## src/hdl/accel_pkg.sv

```systemverilog
package accel_pkg;

	// line geometry
	localparam int BURST_LEN = 4;
	localparam int LINE_W    = 16 * BURST_LEN;
	localparam int RAM_AW    = 8;  // 256 lines per ram

	localparam int CMD_FIFO_DEPTH = 16;
	localparam int RES_FIFO_DEPTH = 32;

	// op codes, anything else gets rejected by the sequencer
	localparam logic [2:0] OP_GEMM      = 3'd1;
	localparam logic [2:0] OP_GEMM_RELU = 3'd2;

	typedef logic signed [15:0] sample_t;
	typedef sample_t [BURST_LEN-1:0] line_t;  // lane 0 holds the first sample
	typedef logic [31:0] cmd_word_t;
	typedef logic signed [31:0] result_t;

	// command word 0, op code sits in the low bits
	typedef struct packed {
		logic [7:0] w_base;     // first weight line
		logic [7:0] o_channel;  // number of outputs
		logic [7:0] i_channel;  // lines per dot product
		logic [4:0] spare;
		logic [2:0] op_type;
	} cmd_hdr_t;

	// what the engine needs for one layer
	typedef struct packed {
		logic [2:0]         op_type;
		logic [7:0]         i_channel;
		logic [7:0]         o_channel;
		logic [7:0]         w_base;
		logic signed [15:0] bias;
	} layer_desc_t;

endpackage
```

## src/hdl/cmd_sequencer.sv

```systemverilog
`timescale 1ns/100ps

module cmd_sequencer (
	input  logic                   okClk,
	input  logic                   i_rst,
	input  logic                   i_cmd_valid,
	input  accel_pkg::cmd_word_t   i_cmd,
	output logic                   o_cmd_rd,
	input  logic                   i_eng_ready,
	output logic                   o_start,
	output accel_pkg::layer_desc_t o_desc,
	input  logic                   i_eng_done,
	output logic                   o_irq
);

	typedef enum logic [2:0] {S_IDLE, S_HDR, S_BIAS, S_START, S_WAIT} state_t;

	state_t state;
	accel_pkg::cmd_hdr_t hdr_q;
	logic op_ok;
	logic cmd_ok;

	assign op_ok = (hdr_q.op_type == accel_pkg::OP_GEMM) ||
		(hdr_q.op_type == accel_pkg::OP_GEMM_RELU);
	assign cmd_ok = op_ok && (hdr_q.i_channel != 0) && (hdr_q.o_channel != 0);

	// pop word 0 in S_HDR, word 1 as soon as it shows up
	assign o_cmd_rd = (state == S_HDR) || (state == S_BIAS && i_cmd_valid);

	always_ff @(posedge okClk) begin
		if (state == S_HDR) begin
			hdr_q <= accel_pkg::cmd_hdr_t'(i_cmd);
		end
		if (state == S_BIAS && i_cmd_valid) begin
			o_desc.op_type   <= hdr_q.op_type;
			o_desc.i_channel <= hdr_q.i_channel;
			o_desc.o_channel <= hdr_q.o_channel;
			o_desc.w_base    <= hdr_q.w_base;
			o_desc.bias      <= i_cmd[15:0];  // low half of word 1
		end
	end

	always_ff @(posedge okClk) begin
		if (i_rst) begin
			state   <= S_IDLE;
			o_start <= 1'b0;
			o_irq   <= 1'b0;
		end else begin
			o_start <= 1'b0;
			o_irq   <= 1'b0;
			case (state)
				S_IDLE: begin
					if (i_cmd_valid) begin
						state <= S_HDR;
					end
				end
				S_HDR: state <= S_BIAS;
				S_BIAS: begin
					if (i_cmd_valid) begin
						if (cmd_ok) begin
							state <= S_START;
						end else begin
							// bad op or empty layer, drop it but still interrupt
							state <= S_IDLE;
							o_irq <= 1'b1;
						end
					end
				end
				S_START: begin
					if (i_eng_ready) begin
						o_start <= 1'b1;
						state   <= S_WAIT;
					end
				end
				S_WAIT: begin
					if (i_eng_done) begin
						o_irq <= 1'b1;
						state <= S_IDLE;
					end
				end
				default: state <= S_IDLE;
			endcase
		end
	end

endmodule

```

## config.mk

```make
export PLATFORM = sky130hd
export DESIGN_NAME = cmd_sequencer
export DESIGN_NICKNAME = d
export VERILOG_FILES = /design/src/hdl/accel_pkg.sv /design/src/hdl/cmd_sequencer.sv
export SDC_FILE = /design/constraint.sdc
export NUM_CORES = 1
export LEC_CHECK = 0
export BUFFER_PORTS_ARGS = -buffer_cell sky130_fd_sc_hd__buf_4
export CAP_MARGIN = 20
export CORE_UTILIZATION = 48
export DETAILED_ROUTE_END_ITERATION = 16
export PLACE_DENSITY = 0.77
export SLEW_MARGIN = 0
export SYNTH_ARGS = -nofsm -noshare
export SYNTH_HDL_FRONTEND = slang
export SYNTH_SLANG_ARGS = --single-unit
```

## constraint.sdc

```tcl
create_clock -name okClk -period 2.75 [get_ports okClk]
set_input_delay 0.275 -clock okClk [delete_from_list [all_inputs] [get_ports okClk]]
set_output_delay 0.275 -clock okClk [all_outputs]
set_load 0.005 [all_outputs]
```

==> impl_metrics.env <==
export IMPL_synth_area_per_cell_um2=22.2
export IMPL_ys_warn_count=0
export IMPL_swShare=0.201
export IMPL_final_cell_mix="buf_4, edfxtp_1, clkbuf_8"
export IMPL_synth_top_area_share=0.884
export IMPL_via_per_inst=4.92
export IMPL_cts_tree="yes"
export IMPL_dp_cells=258
export IMPL_die_area_mm2=0.00524
export IMPL_die_h_um=72.4
export IMPL_drc=0
export IMPL_worstSetupEndpointType="flop"
export IMPL_wl_per_cell_um=15.6
export IMPL_grtUsageTotal=0.174
export IMPL_synthTopCellsByArea="edfxtp_1, dfxtp_1, nor4_1"
export IMPL_start_kind="flop"
export IMPL_peakVddDrop_mv=0.359
export IMPL_fmax_mhz=557
export IMPL_fin_cells=273
export IMPL_slew_viol_final=0
export IMPL_path_clk_slew_ns=0.07
export IMPL_routed_wl_mm=4.26
export IMPL_cp_required_ns=2.79
export IMPL_io_buffers=82
export IMPL_antenna_cells=0
export IMPL_start_util=0.500
export IMPL_arrival_ns=1.83
export IMPL_clockBufferDepth=2
export IMPL_outcome="finished clean"
export IMPL_post_dp_hpwl_mm=3.09
export IMPL_synth_area_leader_cell="edfxtp_1"
export IMPL_cts_resized_gates=0
export IMPL_finalCritPeriodShare=0.653
export IMPL_finalHoldViolations=0
export IMPL_leakagePower_uw=0.00124
export IMPL_setup_violations=0
export IMPL_p_seq_frac=0.597
export IMPL_gp_congestion=0.693
export IMPL_ant_nets=0
export IMPL_yosys_cell_types_count=18
export IMPL_grt_pass1_wl_mm=6.31
export IMPL_internal_power_uw=1800
export IMPL_finClkSkew_ns=0.00925
export IMPL_syn_to_final_growth_pct=38.3
export IMPL_worstPathMaxFanout=24
export IMPL_synth_cells=107
export IMPL_vias=1343
export IMPL_clock_sinks=75
export IMPL_power_frac_comb=0.059
export IMPL_synth_nets=144
export IMPL_grt_max_degree=25
export IMPL_worst_slew_pin_slew_ns=0.781
export IMPL_ios=83
export IMPL_fp_dieW_um=72.4
export IMPL_critical_path_class="reg -> reg"
export IMPL_grt_overflow_total=0
export IMPL_min_period_ns=1.79
export IMPL_fill_cells=321
export IMPL_drv_cap=0
export IMPL_nNetsFinal=239
export IMPL_drtIter0Drc=195
export IMPL_htreeDepth=3
export IMPL_powerDensity_mw_per_mm2=682
export IMPL_ys_seq_area_frac=0.926
export IMPL_power_uw=2250
export IMPL_cts_hold_buf=0
export IMPL_core_area_mm2=0.00475
export IMPL_grt_pass1_vias=1304
export IMPL_firstDrtPassIters=4
export IMPL_ys_seq_elements=75
export IMPL_fin_setup_tns_ns=0
export IMPL_final_util=0.692
export IMPL_row_count=25
export IMPL_hold_class="in -> reg"
export IMPL_final_common_cell="buf_4"
export IMPL_grt_antenna_before_repair=0
export IMPL_clock_root_buffer="clkbuf_8"
export IMPL_cts_buffers=9
export IMPL_p_switching_uw=451
export IMPL_clockPowerShare=0.344
export IMPL_relSlewSlack=0.479
export IMPL_insertion_delay_ns=0.33
export IMPL_cts_setup_buffers=0
export IMPL_syn_cell_area_mm2=0.00238
export IMPL_rsz0062_at_grt="no"
export IMPL_drive_gt1_frac=0.476
## logic make-up after synthesis
kind of cell	after synthesis	share of synthesized area
AOI/OAI and AO/OA	7	0.0200
xor gates and xnor gates	1	0.00368
buffers and inverters	2	0.00316
DFF	75	0.926
and+or+nand+nor	22	0.0473
## Yosys cell counts (all sizes together)
cell type	instances
nand2b	2
inv	2
a31oi	2
nor2	6
dfxtp	5
o22a	1
and4b	1
o21ai	2
nor4	4
xnor2	1
nor3	1
edfxtp	70
o2bb2ai	1
nand3	3
nand2	4
a211oi	1
nand3b	1
## worst max-delay path, stage by stage, from the launching register on
cell and delay [ns]:
dfxtp_1 0.37, nor2_1 0.12, nand3_1 0.14, inv_1 0.61, buf_12 0.26
## state kept, by name (all words and copies together) (netlist names)
signal and count:
state 3, hdr_q 27, o_start 1, o_desc 43, o_irq 1
## worst paths after layout
kind / from / to / slack (ns) / depth (start not counted)
max: state[0]$_SDFFE_PP0P_ / o_desc[37]$_DFFE_PP_ / 0.96 / 4
min: i_cmd[19] / hdr_q[19]$_DFFE_PP_ / 0.11 / 1
max reg2reg: state[0]$_SDFFE_PP0P_ / o_desc[37]$_DFFE_PP_ / 0.96 / 4
min reg2reg: hdr_q[31]$_DFFE_PP_ / o_desc[23]$_DFFE_PP_ / 0.42 / 0
## layout make-up
| type | count | area, um2 | area share |
|---|---|---|---|
| well taps | 67 | 83.8 | 0.0255 |
| multi-input cells | 30 | 171 | 0.0521 |
| inverters | 2 | 7.51 | 0.00228 |
| clock buffers | 10 | 128 | 0.0388 |
| clock inverters | 5 | 55.1 | 0.0167 |
| flip-flops and latches | 75 | 2200 | 0.669 |
| repair buffers | 84 | 643 | 0.195 |
## routing by layer
metal | vias to the layer above | GRT usage | wire (um)
met2 | 87 | 0.275 | 2110
met5 | - | 0 | 0
met4 | 0 | 0.131 | 145
met1 | 624 | 0.201 | 1620
li1 | 617 | - | -
met3 | 15 | 0.0500 | 379
## metrics by stage
stage | area, um2 | hold WS, ns | worst slack, ns
final | 3290 | 0.112 | 0.955
after global routing | 3290 | 0.0941 | 0.836
after CTS | 3290 | 0.103 | 0.938
after detailed placement | 3110 | 0.405 | 0.961
after global placement | 3110 | 0.405 | 1.08
after floorplan | 2380 | 0.347 | 0.698
## power groups by stage
stage	Clock, uW	Combinational [uW]	Sequential, uW
2_1_floorplan	0	38.8	1360
3_3_place_gp	0	126	1360
3_5_place_dp	0	133	1370
4_1_cts	790	134	1340
5_1_grt	840	143	1340
6_report	774	132	1340
Note: power is estimated with default switching activity, not from simulation.
