==> config.mk <==
export PLATFORM = sky130hd
export DESIGN_NAME = gemm_engine
export DESIGN_NICKNAME = d
export VERILOG_FILES = /design/src/hdl/accel_pkg.sv /design/src/hdl/gemm_engine.sv
export SDC_FILE = /design/constraint.sdc
export NUM_CORES = 2
export LEC_CHECK = 0
export ABC_CLOCK_PERIOD_IN_PS = 11500
export BUFFER_PORTS_ARGS = -buffer_cell sky130_fd_sc_hd__clkbuf_2
export CAP_MARGIN = 0
export CORE_MARGIN = 3
export CORE_UTILIZATION = 55
export DETAILED_ROUTE_END_ITERATION = 8
export PLACE_DENSITY = 0.79
export SYNTH_ARGS = -nofsm -noshare
export SYNTH_HDL_FRONTEND = slang
export SYNTH_SLANG_ARGS = --single-unit
==> constraint.sdc <==
create_clock -name okClk -period 11.5 [get_ports okClk]
set_input_delay 0.575 -clock okClk [delete_from_list [all_inputs] [get_ports okClk]]
set_output_delay 0.575 -clock okClk [all_outputs]
set_load 0.01 [all_outputs]
==> src/hdl/accel_pkg.sv <==
package accel_pkg;

	// line geometry
	localparam int BURST_LEN = 4;
	localparam int LINE_W    = 16 * BURST_LEN;
	localparam int RAM_AW    = 8;  // 256 lines per ram

	localparam int CMD_FIFO_DEPTH = 16;
	localparam int RES_FIFO_DEPTH = 32;

	// op codes, anything else gets rejected by the sequencer
	localparam logic [2:0] OP_GEMM      = 3'd1;
	localparam logic [2:0] OP_GEMM_RELU = 3'd2;

	typedef logic signed [15:0] sample_t;
	typedef sample_t [BURST_LEN-1:0] line_t;  // lane 0 holds the first sample
	typedef logic [31:0] cmd_word_t;
	typedef logic signed [31:0] result_t;

	// command word 0, op code sits in the low bits
	typedef struct packed {
		logic [7:0] w_base;     // first weight line
		logic [7:0] o_channel;  // number of outputs
		logic [7:0] i_channel;  // lines per dot product
		logic [4:0] spare;
		logic [2:0] op_type;
	} cmd_hdr_t;

	// what the engine needs for one layer
	typedef struct packed {
		logic [2:0]         op_type;
		logic [7:0]         i_channel;
		logic [7:0]         o_channel;
		logic [7:0]         w_base;
		logic signed [15:0] bias;
	} layer_desc_t;

endpackage
==> src/hdl/gemm_engine.sv <==
`timescale 1ns/100ps

module gemm_engine (
	input  logic                         okClk,
	input  logic                         i_rst,
	input  logic                         i_start,
	input  accel_pkg::layer_desc_t       i_desc,
	output logic                         o_ready,
	output logic                         o_done,
	output logic [accel_pkg::RAM_AW-1:0] o_d_raddr,
	input  accel_pkg::line_t             i_d_line,
	output logic [accel_pkg::RAM_AW-1:0] o_w_raddr,
	input  accel_pkg::line_t             i_w_line,
	output logic                         o_res_wr,
	output accel_pkg::result_t           o_res,
	input  logic                         i_res_full
);

	accel_pkg::layer_desc_t desc_q;
	logic issuing;
	logic step;  // whole pipeline moves
	logic [7:0] k_cnt;
	logic [7:0] o_cnt;
	logic [accel_pkg::RAM_AW-1:0] w_ptr;
	logic last_k;
	logic last_o;
	// address stage
	logic a_vld, a_first, a_last, a_final;
	logic [accel_pkg::RAM_AW-1:0] a_d_addr, a_w_addr;
	// ram stage
	logic r_vld, r_first, r_last, r_final;
	logic [accel_pkg::RAM_AW-1:0] r_d_addr, r_w_addr;
	// mac stage
	accel_pkg::result_t acc, dot, sum;
	logic res_vld, res_final;

	assign step   = !i_res_full;
	assign last_k = (k_cnt == desc_q.i_channel - 1'b1);
	assign last_o = (o_cnt == desc_q.o_channel - 1'b1);

	// when frozen, re-read the lines held in the ram stage so its data stays put
	assign o_d_raddr = step ? a_d_addr : r_d_addr;
	assign o_w_raddr = step ? a_w_addr : r_w_addr;

	assign o_res_wr = res_vld && step;

	always_comb begin
		dot = '0;
		for (int j = 0; j < accel_pkg::BURST_LEN; j++) begin
			dot = dot + i_d_line[j] * i_w_line[j];
		end
		// first line of an output starts from the bias
		sum = (r_first ? accel_pkg::result_t'(desc_q.bias) : acc) + dot;
	end

	always_ff @(posedge okClk) begin
		if (i_rst) begin
			o_ready <= 1'b1;
			o_done  <= 1'b0;
			issuing <= 1'b0;
			a_vld   <= 1'b0;
			r_vld   <= 1'b0;
			res_vld <= 1'b0;
		end else begin
			o_done <= 1'b0;
			if (o_ready && i_start) begin
				o_ready <= 1'b0;
				issuing <= 1'b1;
			end
			if (step) begin
				a_vld   <= issuing;
				r_vld   <= a_vld;
				res_vld <= r_vld && r_last;
				if (issuing && last_k && last_o) begin
					issuing <= 1'b0;  // final line issued
				end
				if (res_vld && res_final) begin
					o_done  <= 1'b1;  // last result leaves this cycle
					o_ready <= 1'b1;
				end
			end
		end
	end

	// counters and pipeline payload
	always_ff @(posedge okClk) begin
		if (o_ready && i_start) begin
			desc_q <= i_desc;
			k_cnt  <= '0;
			o_cnt  <= '0;
			w_ptr  <= i_desc.w_base;
		end else if (step && issuing) begin
			w_ptr <= w_ptr + 1'b1;  // weight lines are contiguous, wraps at 256
			if (last_k) begin
				k_cnt <= '0;
				o_cnt <= o_cnt + 1'b1;
			end else begin
				k_cnt <= k_cnt + 1'b1;
			end
		end
		if (step) begin
			a_d_addr <= k_cnt;
			a_w_addr <= w_ptr;
			a_first  <= (k_cnt == 0);
			a_last   <= last_k;
			a_final  <= last_k && last_o;
			r_d_addr <= a_d_addr;
			r_w_addr <= a_w_addr;
			r_first  <= a_first;
			r_last   <= a_last;
			r_final  <= a_final;
			res_final <= r_final;
			if (r_vld) begin
				acc <= sum;
			end
			// relu only for OP_GEMM_RELU
			if (desc_q.op_type == accel_pkg::OP_GEMM_RELU && sum < 0) begin
				o_res <= '0;
			end else begin
				o_res <= sum;
			end
		end
	end

endmodule

==> reports/qor.csv <==
stage;metric;value;unit
worst_setup_path;Top cell by count, worst path;fa_1;
placement;hpwl dp;100400;um
worst_setup_path;Worst Setup Start Kind;input pin;
route;drt total wl;111600;um
synth;#FFs+latches synth;168;
layout;fill count;7135;
clock_tree;clk sink count;168;
sta;Hold Slack;0.3100;ns
hold_path;HP Class;in2reg;
sta;Clock Skews;0.01359;ns
route;Routed Antenna Nets;0;
sta;Setup TNS;0;ns
sta;period utilization;0.8221;
sta;Final Max Slew Viols;0;
die;top-level port count;226;
grt;vias in the first global route;35880;
clock_tree;clock-pin transition on the worst setup and hold timing paths;0.08;ns
placement;IO buf count;225;
sta;Hold Vio Cnt, Final;0;
layout;layout cells sized above 1;0.06465;
layout;Final Cell Area;50170;sq um
route;initial DRC count;1727;
die;core area;85410;sq um
synth;dominant cell type by area after synthesis;fa_1;
route;routed vias;30870;
route;Routed wire per std cell;18.87;um
worst_setup_path;Worst Path Required;11.68;ns
clock_tree;H-Tree Level Count;4;
route;router iterations before antenna repair;8;
die;chip width;299.9;um
placement;pre-CTS setup slack;1.570;ns
placement;gpl congestion;0.9442;
clock_tree;Clock Tree Buf Depth;2;
synth;post-synth cell types;62;
route;drt drc;0;
clock_tree;Post-CTS Hold Fix Bufs;0;
worst_setup_path;critical path's largest stage delay;0.82;ns
flow_run;Max-Cap Viols;0;
grt;initial antenna violation count;20;
grt;first-pass GRT wire length;187900;um
sta;RSZ-0062 raised after global routing;no;
run_status;outcome;complete, no violations;
grt;GRT Total Usage;0.2654;
synth;top cell type's share of synthesized area;0.5269;
worst_setup_path;Worst Setup End Kind;register;
worst_setup_path;Setup Crit Path Kind;in2reg;
sta;slew at the pin with the worst max-slew slack;1.104;ns
die;die height;299.9;um
worst_setup_path;WP data arrival;9.64;ns
synth;synth top area cells;fa_1 53%, inv_1 10%, edfxtp_1 8.2%;
route;metal3 WL;7892;um
placement;placed cell area;49530;sq um
synth;ys async rst share;0;
synth;sequential area share after synthesis;0.09821;
synth;Synth Instances;4649;
die;full die area;89920;sq um
worst_setup_path;critical-path maximum fanout;33;
sta;fin worst setup slack;2.046;ns
sta;Slew HR;0.2620;
synth;Post-synth EDFFs;130;
synth;top_reg_cell synth;edfxtp_1;
layout;fin nets;6470;
sta;Max Fclk;105.8;MHz
route;DR vias/cell;5.217;
route;M1 WL;46080;um
route;Max Used Layer;met5;
clock_tree;clk root buf;clkbuf_16;
grt;largest net degree at the start of global routing;59;
die;Initial Utilization;0.5561;
route;met2 wire length;54920;um
die;row cnt;107;
clock_tree;post-CTS setup buffer count;0;
synth;Net Count, Synth;6368;
worst_setup_path;CP max stage cell;fa_1;
clock_tree;TritonCTS clock tree;built;
clock_tree;CTS Buf Count;17;
clock_tree;CTS resizes;0;
sta;final setup violation count;0;
layout;area delta synth->final;5.619;%
synth;Post-Syn Area;47500;sq um
worst_setup_path;dominant delay contributor by cell family on the critical path;adder cells;
synth;Syn Area/Cell;10.22;sq um
synth;YS warnings;0;
clock_tree;Clk Latency, worst-skew pair;0.44;ns
grt;grt total ovfl;0;
worst_setup_path;Buf/Inv on CP;7;
sta;min Tclk post-route;9.454;ns
## worst register-to-register path, delay by kind of cell (launching register included)
family                     cells  cell delay [ns]
DFF                            1             0.33
adders and majority gates     10             4.96
muxes                          1             0.19
buffers and inverters          7             1.00
and+or+nand+nor                1             0.23
xor gates and xnor gates       1             0.16
AOI/OAI and AO/OA              5             1.32
## logic make-up after synthesis
group / share of synthesized area
AOI/OAI and AO/OA: 0.02118
DFF: 0.09821
and+or+nand+nor: 0.1289
muxes: 0.009510
buffers and inverters: 0.1156
xor gates and xnor gates: 0.02221
adders and majority gates: 0.6043
## state kept, by name (all words and copies together), names as in the netlist, 8 cells and up
register  cells
acc          32
desc_q       35
o_cnt         8
a_w_addr      8
r_d_addr      8
a_d_addr      8
r_w_addr      8
o_res        32
w_ptr         8
k_cnt         8
## worst paths after layout
kind / startpoint / end / slack, ns / cells after the start
worst max register to register: r_first$_DFFE_PN_ / o_res[30]$_SDFFCE_PP0N_ / 3.06 / 25
worst max-delay path: i_d_line[47] / o_res[30]$_SDFFCE_PP0N_ / 2.05 / 26
worst min-delay path: i_desc[1] / desc_q[1]$_DFFE_PP_ / 0.31 / 1
worst min register to register: a_first$_DFFE_PN_ / r_first$_DFFE_PN_ / 0.42 / 0
## final cells by class
class	count	area, sq um	share of cell area
multi-input combinational	3024	37350	0.7446
clock buffer	18	429.2	0.008555
clock inverter	14	182.7	0.003641
timing repair buffer	230	1164	0.02320
sequential	168	4664	0.09298
inverter	1310	4917	0.09802
antenna	10	25.02	0.0004988
tap	1144	1431	0.02853
## placed cells by master (no fill, tap or decap), drive strengths merged, types with 31 or more instances in the layout
master / n
and2: 566
o21ai: 34
xor2: 32
dfxtp: 38
mux2: 33
edfxtp: 130
inv: 1316
nor2: 43
ha: 294
nand2: 436
nor2b: 31
xnor2: 85
fa: 1250
nand2b: 38
clkbuf: 243
a21oi: 33
## cells in the mapped netlist, types with 7 or more instances
cell	count
nand3_1	10
dfxtp_1	38
fa_1	1250
nor3_1	10
mux2_2	33
and3_1	7
nand2_1	436
nand4_1	9
buf_1	7
a21boi_0	28
clkbuf_1	136
mux2i_1	8
edfxtp_1	130
xor2_1	32
ha_1	294
inv_1	1310
o21ai_0	34
nor2b_1	31
o21bai_1	11
nand2b_1	38
nor2_1	43
a21oi_1	33
and2_1	565
xnor2_1	84
a21o_1	10
## stage by stage
step           cells    util
2_1_floorplan   4649       -
3_3_place_gp    5876  0.5799
3_5_place_dp    5876  0.5799
4_1_cts         5908  0.5870
5_1_grt         5911  0.5871
6_report        5918  0.5873
## per-layer routing
metal,track usage,vias up
met5,0,-
met2,0.4504,1066
met1,0.3543,16070
met3,0.04961,238
li1,-,13490
met4,0.06862,20
Power is left out: the tool's default activity adds up to more than one toggle a clock period on the data nets, which glitch-free logic cannot reach.
