[src/hdl/sync_fifo.sv]
`timescale 1ns/100ps

module sync_fifo #(
	parameter type payload_t = logic [31:0],
	parameter int  DEPTH     = 16
) (
	input  logic     okClk,
	input  logic     i_rst,
	input  logic     i_wr,
	input  payload_t i_data,
	output logic     o_full,
	input  logic     i_rd,
	output payload_t o_data,
	output logic     o_valid
);

	payload_t mem [DEPTH];
	logic [$clog2(DEPTH)-1:0]   wr_ptr;
	logic [$clog2(DEPTH)-1:0]   rd_ptr;
	logic [$clog2(DEPTH+1)-1:0] count;
	logic push;
	logic pop;

	assign o_full  = (count == DEPTH);
	assign o_valid = (count != 0);
	assign o_data  = mem[rd_ptr];  // head shows without a read
	assign push    = i_wr && !o_full;   // writes while full are dropped
	assign pop     = i_rd && o_valid;

	always_ff @(posedge okClk) begin
		if (push) begin
			mem[wr_ptr] <= i_data;
		end
	end

	always_ff @(posedge okClk) begin
		if (i_rst) begin
			wr_ptr <= '0;
			rd_ptr <= '0;
			count  <= '0;
		end else begin
			if (push) begin
				wr_ptr <= (wr_ptr == DEPTH-1) ? '0 : wr_ptr + 1'b1;
			end
			if (pop) begin
				rd_ptr <= (rd_ptr == DEPTH-1) ? '0 : rd_ptr + 1'b1;
			end
			// occupancy only moves when one side acts alone
			case ({push, pop})
				2'b10:   count <= count + 1'b1;
				2'b01:   count <= count - 1'b1;
				default: count <= count;
			endcase
		end
	end

endmodule

[config.mk]
export PLATFORM = sky130hd
export DESIGN_NAME = sync_fifo
export DESIGN_NICKNAME = d
export VERILOG_FILES = /design/src/hdl/sync_fifo.sv
export SDC_FILE = /design/constraint.sdc
export NUM_CORES = 1
export LEC_CHECK = 0
export ABC_AREA = 1
export BUFFER_PORTS_ARGS = -buffer_cell sky130_fd_sc_hd__buf_2
export CAP_MARGIN = 20
export CORE_ASPECT_RATIO = 0.8
export CORE_UTILIZATION = 40
export CTS_BUF_LIST = sky130_fd_sc_hd__clkbuf_8
export CTS_CLUSTER_DIAMETER = 120
export DETAILED_ROUTE_END_ITERATION = 10
export HOLD_SLACK_MARGIN = 0.1
export MAX_ROUTING_LAYER = met4
export SYNTH_ARGS = -nofsm -noshare
export SYNTH_HDL_FRONTEND = slang
export SYNTH_SLANG_ARGS = --single-unit
[constraint.sdc]
create_clock -name okClk -period 9.25 [get_ports okClk]
set_input_delay 1.3875 -clock okClk [delete_from_list [all_inputs] [get_ports okClk]]
set_output_delay 1.3875 -clock okClk [all_outputs]
set_load 0.05 [all_outputs]
==> results.yml, run 1 <==
pwr:
  peakVddDrop_uv: 133
  leakagePower_nw: 8.74
  p_per_area_mw_per_mm2: 253
die:
  pin_count: 70
  die_h_um: 211
  die_x_um: 263
  core_area_mm2: 0.0539
  die-area_mm2: 0.0556
  initial_core_util_pct: 40.5
  num_rows: 76
sta:
  fin_worst_skew_ns: 0.0227
  tns_ns: 0
  min_period_over_period_pct: 51.0
  report.final.hold_viol_count: 0
  tightest_slew_ns: 1.10
  fin_crit_ns: 4.72
  fmax_ghz: 0.212
  setup_viol: 0
  layout_setup_ws_ns: 4.53
  relSlewSlack_pct: 27.0
  grt_setup_unrepaired: "no"
  drv_slew: 0
grt:
  grt_pass1_wl_um: 75000
  grt_use_total_pct: 18.6
  antenna_found_initial: 0
  grt_overflow: 0
  grt_pass1_vias: 12200
  grt_max_degree: 161
worst_setup_path:
  endpoint_kind: "output pin"
  cp_num_cells: 7
  slowest_delay_ns: 0.87
  crit_buf_inv: 3
  critPathKind: "flip-flop to output pin"
  cpMostUsedCell: "nand3_1"
  critPathSlowestCell: "buf_4"
  path_cells: "buf_16 > buf_4 > o21ai_0 > nand3_1 > nand3_1 > nand2_1 > buf_2"
  cp-start-kind: "flip-flop"
  reg2reg_depth: 7
  cp_data_required_time_ns: 7.86
  critical_path.max_fanout: 115
  crit_family: "buffers and inverters"
  crit_arrival_ns: 3.33
cts:
  cts_max_level: 3
  cts_resized: 0
  clk_path_buf_depth: 3
  cts.hold.buffers_added: 0
  cts_setup_buffers: 0
  clk_latency_ns: 0.65
  cts.sinks: 529
  cts-root-buf: "clkbuf_8"
  numCtsBuffers: 83
  cts.clk_slew.worst_paths_ns: 0.06
  cts_tree: "yes"
synthesis:
  synth_largest_area_cell: "edfxtp_1"
  yosysMostFrequentCell: "edfxtp_1"
  netlist_top_cells_area: "edfxtp_1 70%, inv_1 4.8%, nand3_1 4.6%"
  synth_cell_types: 25
  yosysSeqAreaShare_pct: 71.9
  syn-num-nets: 1799
  synth_area_mm2: 0.0219
  async_flop_share_pct: 0
  synthTopCellsByCount: "512 x edfxtp_1, 277 x inv_1, 202 x nand3_1, 192 x nand2_1, 135 x a21oi_1"
  ys.flop_type: "edfxtp_1"
  synth_top_area_share_pct: 70.3
  netlist_instances: 1754
  synth-edff-count: 512
  syn_area_per_cell_um2: 12.5
  synth_seq_cells: 529
  yosysWarningCount: 0
final_layout:
  area_delta_synth_final_pct: 10.6
  fin_cells: 2590
  drive_above_1_share_pct: 11.3
  nNetsFinal: 1875
  diodes: 0
placement:
  pre_cts_slack_ns: 4.76
  dp_hpwl_um: 23300
  port_buffers: 69
  placedCellCount: 2444
  gp_congestion: 0.731
detailed_routing:
  dr.pass1.iters: 5
  via_per_inst: 5.07
  drc: 0
  routed-via-count: 13100
  ant_nets: 0
  wl_um: 49900
  drtIter0Drc: 1207
  wire_per_inst_um: 19.3
min_path:
  hold_path_depth: 2
  hp-class: "flip-flop to flip-flop"
job:
  drv_cap: 0
outcome:
  status: "completed"
state kept, by name, summed over array words and instances (netlist names), named ones only:
signal,cells
count,5
rd_ptr,4
mem,512
wr_ptr,4
power by group:
group	internal (mW)	leakage [nW]	total, mW	switching (mW)
clock network	0.878	0.850	1.77	0.887
registers	2.71	4.77	2.76	0.0531
logic	0.445	3.13	1.59	1.15
total	4.03	8.74	6.12	2.09
area by class of cell:
class                      count  area, µm²
fill                        4846      29700
sequential                   529      15700
multi-input combinational    842       4470
clock buffer                  85       1170
inverter                     278       1040
tap                          702        878
timing repair buffer          96        613
clock inverter                58        270
layer usage:
metal / wire length, µm / track usage, % / vias to the layer above
li1: - / - / 6359
met1: 23300 / 25.6 / 6368
met2: 23000 / 28.3 / 327
met3: 2670 / 3.38 / 74
met4: 884 / 5.24 / 0
met5: 0 / - / -
placed cells by master (no fill, tap or decap), types with 2 or more instances in the layout:
cell type / instances
edfxtp_1: 512
inv_1: 307
nand3_1: 202
nand2_1: 192
a21oi_1: 135
o211ai_1: 128
clkbuf_8: 85
o21ai_1: 84
buf_2: 69
o21ai_0: 51
buf_4: 23
clkinv_1: 18
nor2_4: 15
nor2_1: 14
dfxtp_1: 13
ha_1: 9
clkinv_2: 4
xor2_1: 3
nand4_1: 2
inv_2: 2
nor3_1: 2
dfxtp_4: 2
dfxtp_2: 2
inv_6: 2
buf_12: 2
buf_16: 2
logic make-up (layout without fill, tap and decap cells):
family,after synthesis,count (layout),synth area share (%)
flops,529,529,71.9
simple gates,429,429,8.58
compound gates,400,400,10.7
buf+inv,383,517,8.20
fa+ha+maj,9,9,0.515
xor+xnor,4,4,0.160
through the flow:
step	cell area [µm²]	power, mW	utilization (%)	hold WS, ns
after floorplan	21900	4.13	-	0.459
after global placement	22700	4.37	42.0	0.490
after detailed placement	22700	4.39	42.0	0.504
after CTS	24100	6.16	44.7	0.517
after global routing	24200	6.45	44.8	0.551
final	24200	6.12	44.8	0.515
worst min-delay path, stage by stage, from the launching register on:
cell,delay (ns)
dfxtp_1,0.32
nor2_1,0.10
nor2_1,0.05
worst paths after layout:
path / slack (ns) / start / endpoint
max: 4.53 / flip-flop / o_data[16]
min: 0.51 / rd_ptr[1] / flip-flop
min reg2reg: 0.51 / rd_ptr[1] / flip-flop
max reg2reg: 6.39 / count[0] / mem[7][19]
Note: power is estimated with default switching activity, not from simulation.
==> run 2, diff against run 1 <==
Clock period 9.25 ns to 4.7 ns, I/O delays scaled along.
==> run 2 against run 1 <==
Setup slack got worse by 3.5 ns. Combinational power increased by 96%. Register-to-register slack got worse by 4.4 ns. Via count increased by 1.4%. Routed wire length increased by 0.90%. Clock-buffer cell count increased by 2. Non-clock buffer count increased by 9. Worst hold slack got worse by 0.18 ns. Sequential share of layout area decreased by 0.38 points.
==> results.yml, run 2 (synthesis gave the netlist of run 1 again) <==
worst_setup_path:
  crit_family: "flip-flops"
  cp_num_cells: 6
  critPathSlowestCell: "dfxtp_4"
  critPathKind: "flip-flop to output pin"
  path_cells: "buf_4 > o211ai_1 > nand3_1 > nand3_1 > nand2_1 > buf_2"
  reg2reg_depth: 7
  r2r-end: "mem[12][12]"
  reg2reg_slack_ns: 1.94
  critical_path.max_fanout: 80
  cp_data_required_time_ns: 3.99
  endpoint_kind: "output pin"
  timing.rr.start: "count[1]"
  endpoint: "o_data[29]"
  crit_arrival_ns: 2.99
  slowest_delay_ns: 0.99
  cpMostUsedCell: "nand3_1"
  cp-start-kind: "flip-flop"
  crit_buf_inv: 2
sta:
  tns_ns: 0
  tightest_slew_ns: 1.12
  relSlewSlack_pct: 25.4
  setup_viol: 0
  layout_setup_ws_ns: 1.01
  fmax_ghz: 0.271
  drv_slew: 0
  report.final.hold_viol_count: 0
  min_period_over_period_pct: 78.6
  fin_crit_ns: 3.69
  fin_worst_skew_ns: 0.0259
  grt_setup_unrepaired: "no"
final_layout:
  final_cell_mix: "512 x edfxtp_1, 307 x inv_1, 202 x nand3_1, 192 x nand2_1, 135 x a21oi_1"
  regMostFlops: "mem"
  diodes: 0
  area_delta_synth_final_pct: 11.2
  drive_above_1_share_pct: 12.0
  nNetsFinal: 1885
  layout_commonest_cell: "edfxtp_1"
  reg_top3: "mem x512, count x5"
  largest_register_ffs: 512
cts:
  cts.sinks: 529
  clk_latency_ns: 0.67
  cts_setup_buffers: 0
  numCtsBuffers: 84
  cts_tree: "yes"
  clk_path_buf_depth: 3
  cts_resized: 0
  cts-root-buf: "clkbuf_8"
  cts_max_level: 3
  cts.hold.buffers_added: 0
  cts.clk_slew.worst_paths_ns: 0.06
detailed_routing:
  wl_met1_um: 23500
  top_layer_used: "met4"
  drtIter0Drc: 1173
  wl_um: 50300
  routed-via-count: 13300
  dr.pass1.iters: 5
  wire_per_inst_um: 19.3
  wl_met3_um: 2660
  ant_nets: 0
  via_per_inst: 5.11
  dr_wl_met2_um: 23100
  drc: 0
grt:
  grt_pass1_vias: 12800
  grt_use_total_pct: 19.0
  antenna_found_initial: 1
  grt_pass1_wl_um: 77000
  grt_overflow: 0
  grt_max_degree: 171
die:
  pin_count: 70
  die_h_um: 211
  die-area_mm2: 0.0556
  num_rows: 76
  core_area_mm2: 0.0539
  initial_core_util_pct: 40.5
  die_x_um: 263
placement:
  port_buffers: 69
  gp_congestion: 0.757
  dp_hpwl_um: 25800
  pre_cts_slack_ns: 1.70
job:
  drv_cap: 0
outcome:
  status: "completed"
pwr:
  p_per_area_mw_per_mm2: 501
  leakagePower_nw: 8.82
  peakVddDrop_uv: 287
min_path:
  hp-class: "input pin to flip-flop"
==> run 2: cell type report <==
type	count	area (µm²)
multi-input cells	842	4470
inverters	278	1040
well taps	702	878
clock buffers	87	1200
flip-flops and latches	529	15700
clock inverters	63	294
fillers	4889	29600
repair buffers	105	703
==> run 2: worst min path at each step <==
stage	start	end	slack, ns	cells after the start
2_1_floorplan	count[0]	count[0]	0.46	1
3_3_place_gp	count[0]	count[0]	0.49	1
3_5_place_dp	count[0]	count[0]	0.50	1
4_1_cts	i_rst	flip-flop	0.28	2
5_1_grt	i_rst	flip-flop	0.32	2
6_report	i_rst	flip-flop	0.33	2
==> run 2: power by group <==
part	internal [mW]	switching [mW]	leakage, nW
Sequential	5.34	0.175	4.77
Combinational	0.886	2.22	3.18
Clock	1.77	1.79	0.874
==> run 2: layer usage <==
metal | up-vias | global-route usage [%]
met5 | - | -
met2 | 371 | 28.7
met4 | 0 | 5.51
met1 | 6456 | 26.2
li1 | 6387 | -
met3 | 99 | 3.51
==> run 2: through the flow <==
stage,utilization [%],power (mW),hold slack [ns],cells,cell area [µm²]
finish,45.1,12.2,0.331,2606,24300
global route,45.1,12.9,0.325,2606,24300
CTS,45.1,12.3,0.279,2606,24300
detailed placement,42.3,8.74,0.497,2456,22800
global placement,42.3,8.70,0.491,2455,22800
floorplan,-,8.13,0.459,1754,21900
==> run 3, diff against run 2 <==
Clock period 4.7 ns to 3.58 ns, I/O delays scaled along.
==> run 3 against run 2 <==
Total power is 31% higher. Global-route usage down 1.0 points. Clock power rose by 28%. Setup slack worse by 0.73 ns.
==> results.yml, run 3 (synthesis gave the netlist of run 1 again) <==
outcome:
  status: "completed"
detailed_routing:
  top_layer_used: "met4"
  wire_per_inst_um: 18.4
  ant_nets: 0
  dr_wl_met2_um: 22500
  wl_met1_um: 22200
  wl_met3_um: 2230
  via_per_inst: 5.06
  wl_um: 47900
  routed-via-count: 13100
  drc: 0
  drtIter0Drc: 1184
  dr.pass1.iters: 5
min_path:
  hp-class: "input pin to flip-flop"
final_layout:
  layout.area.seq_mm2: 0.0157
  drive_above_1_share_pct: 11.9
  nNetsFinal: 1881
  layout_commonest_cell: "edfxtp_1"
  regMostFlops: "mem"
  fillCellCount: 4844
  reg_top3: "mem x512, count x5"
  fin_util_pct: 45.3
  area_delta_synth_final_pct: 11.7
  multi_input_area_mm2: 0.00448
  largest_register_ffs: 512
  final_cell_mix: "512 x edfxtp_1, 301 x inv_1, 202 x nand3_1, 192 x nand2_1, 135 x a21oi_1"
pwr:
  p_int_mw: 10.4
  leakagePower_nw: 8.81
  p_per_area_mw_per_mm2: 655
  seq_power_share_pct: 45.0
  switching_share_pct: 34.9
  power.switching_mw: 5.59
  power.share.combinational_pct: 26.6
  peakVddDrop_uv: 339
  clkPwrFrac_pct: 28.4
cts:
  clk_path_buf_depth: 3
  cts.clk_slew.worst_paths_ns: 0.07
  numCtsBuffers: 83
  cts_setup_buffers: 0
  cts.sinks: 529
  cts_max_level: 3
  clk_latency_ns: 0.67
  cts_resized: 0
  cts-root-buf: "clkbuf_8"
  cts_tree: "yes"
  cts.hold.buffers_added: 0
worst_setup_path:
  critical_path.max_fanout: 120
  cp_data_required_time_ns: 3.04
  path_cells: "buf_12 > o21ai_0 > nand3_1 > nand3_1 > nand2_1 > buf_2"
  crit_family: "buffers and inverters"
  critPathSlowestCell: "dfxtp_4"
  endpoint_kind: "output pin"
  cpMostUsedCell: "nand3_1"
  critPathKind: "flip-flop to output pin"
  cp-start-kind: "flip-flop"
  crit_buf_inv: 2
  slowest_delay_ns: 0.69
  crit_arrival_ns: 2.77
grt:
  grt_overflow: 0
  grt_pass1_vias: 12700
  grt_use_total_pct: 18.0
  grt_max_degree: 121
  grt_pass1_wl_um: 74100
  antenna_found_initial: 1
sta:
  tightest_slew_ns: 0.906
  fin_worst_skew_ns: 0.0347
  min_period_over_period_pct: 92.3
  grt_setup_unrepaired: "no"
  fin_crit_ns: 3.30
  tns_ns: 0
  report.final.hold_viol_count: 0
  drv_slew: 0
  fmax_ghz: 0.303
  setup_viol: 0
  relSlewSlack_pct: 39.6
die:
  num_rows: 76
  die_h_um: 211
  die_x_um: 263
  core_area_mm2: 0.0539
  pin_count: 70
  initial_core_util_pct: 40.5
  die-area_mm2: 0.0556
placement:
  dp_hpwl_um: 26700
  port_buffers: 69
  gp_congestion: 0.783
job:
  drv_cap: 0
-- run 3: cell count changes in the layout (fill, tap and decap cells not counted), moves of 2 or more --
cell      change
clkinv_1      +2
buf_12       +14
inv_1         -6
inv_8         +2
clkbuf_8      -3
buf_4        -17
clkinv_2      +2
-- run 3: final cells by class --
cell class                 count  share of cell area (%)
tap                          702                    3.60
timing repair buffer         102                    3.50
sequential                   529                    64.4
inverter                     278                    4.27
multi-input combinational    842                    18.3
antenna                        1                  0.0102
clock buffer                  84                    4.73
clock inverter                62                    1.19
-- run 3: stage by stage --
step | total power, mW | setup WS [ns] | cell area (µm²) | cells | hold WS (ns)
floorplan | 10.7 | 0.817 | 21900 | 1754 | 0.459
global placement | 11.6 | 1.01 | 23000 | 2453 | 0.481
detailed placement | 11.6 | 0.912 | 23000 | 2453 | 0.500
CTS | 16.2 | 0.223 | 24400 | 2599 | 0.103
global route | 16.9 | 0.0991 | 24400 | 2600 | 0.137
finish | 16.0 | 0.277 | 24400 | 2600 | 0.157
-- run 3: power groups by stage --
stage / logic [mW] / registers (mW) / clock network [mW]
3_5_place_dp: 4.30 / 7.34 / 0
6_report: 4.25 / 7.21 / 4.55
4_1_cts: 4.32 / 7.21 / 4.69
2_1_floorplan: 3.48 / 7.19 / 0
3_3_place_gp: 4.26 / 7.33 / 0
5_1_grt: 4.69 / 7.23 / 4.93
-- run 3: final timing paths --
check,from,end,slack (ns),cells past startpoint
worst max-delay path,flip-flop,o_data[31],0.28,6
worst min register to register,rd_ptr[3],flip-flop,0.51,2
worst max register to register,count[0],mem[12][24],0.95,7
worst min-delay path,i_rst,flip-flop,0.16,2
-- run 3: metal layers --
metal	track usage, %	up-vias
met5	-	-
met4	5.63	0
met3	3.44	84
met2	28.0	284
met1	23.9	6393
li1	-	6387
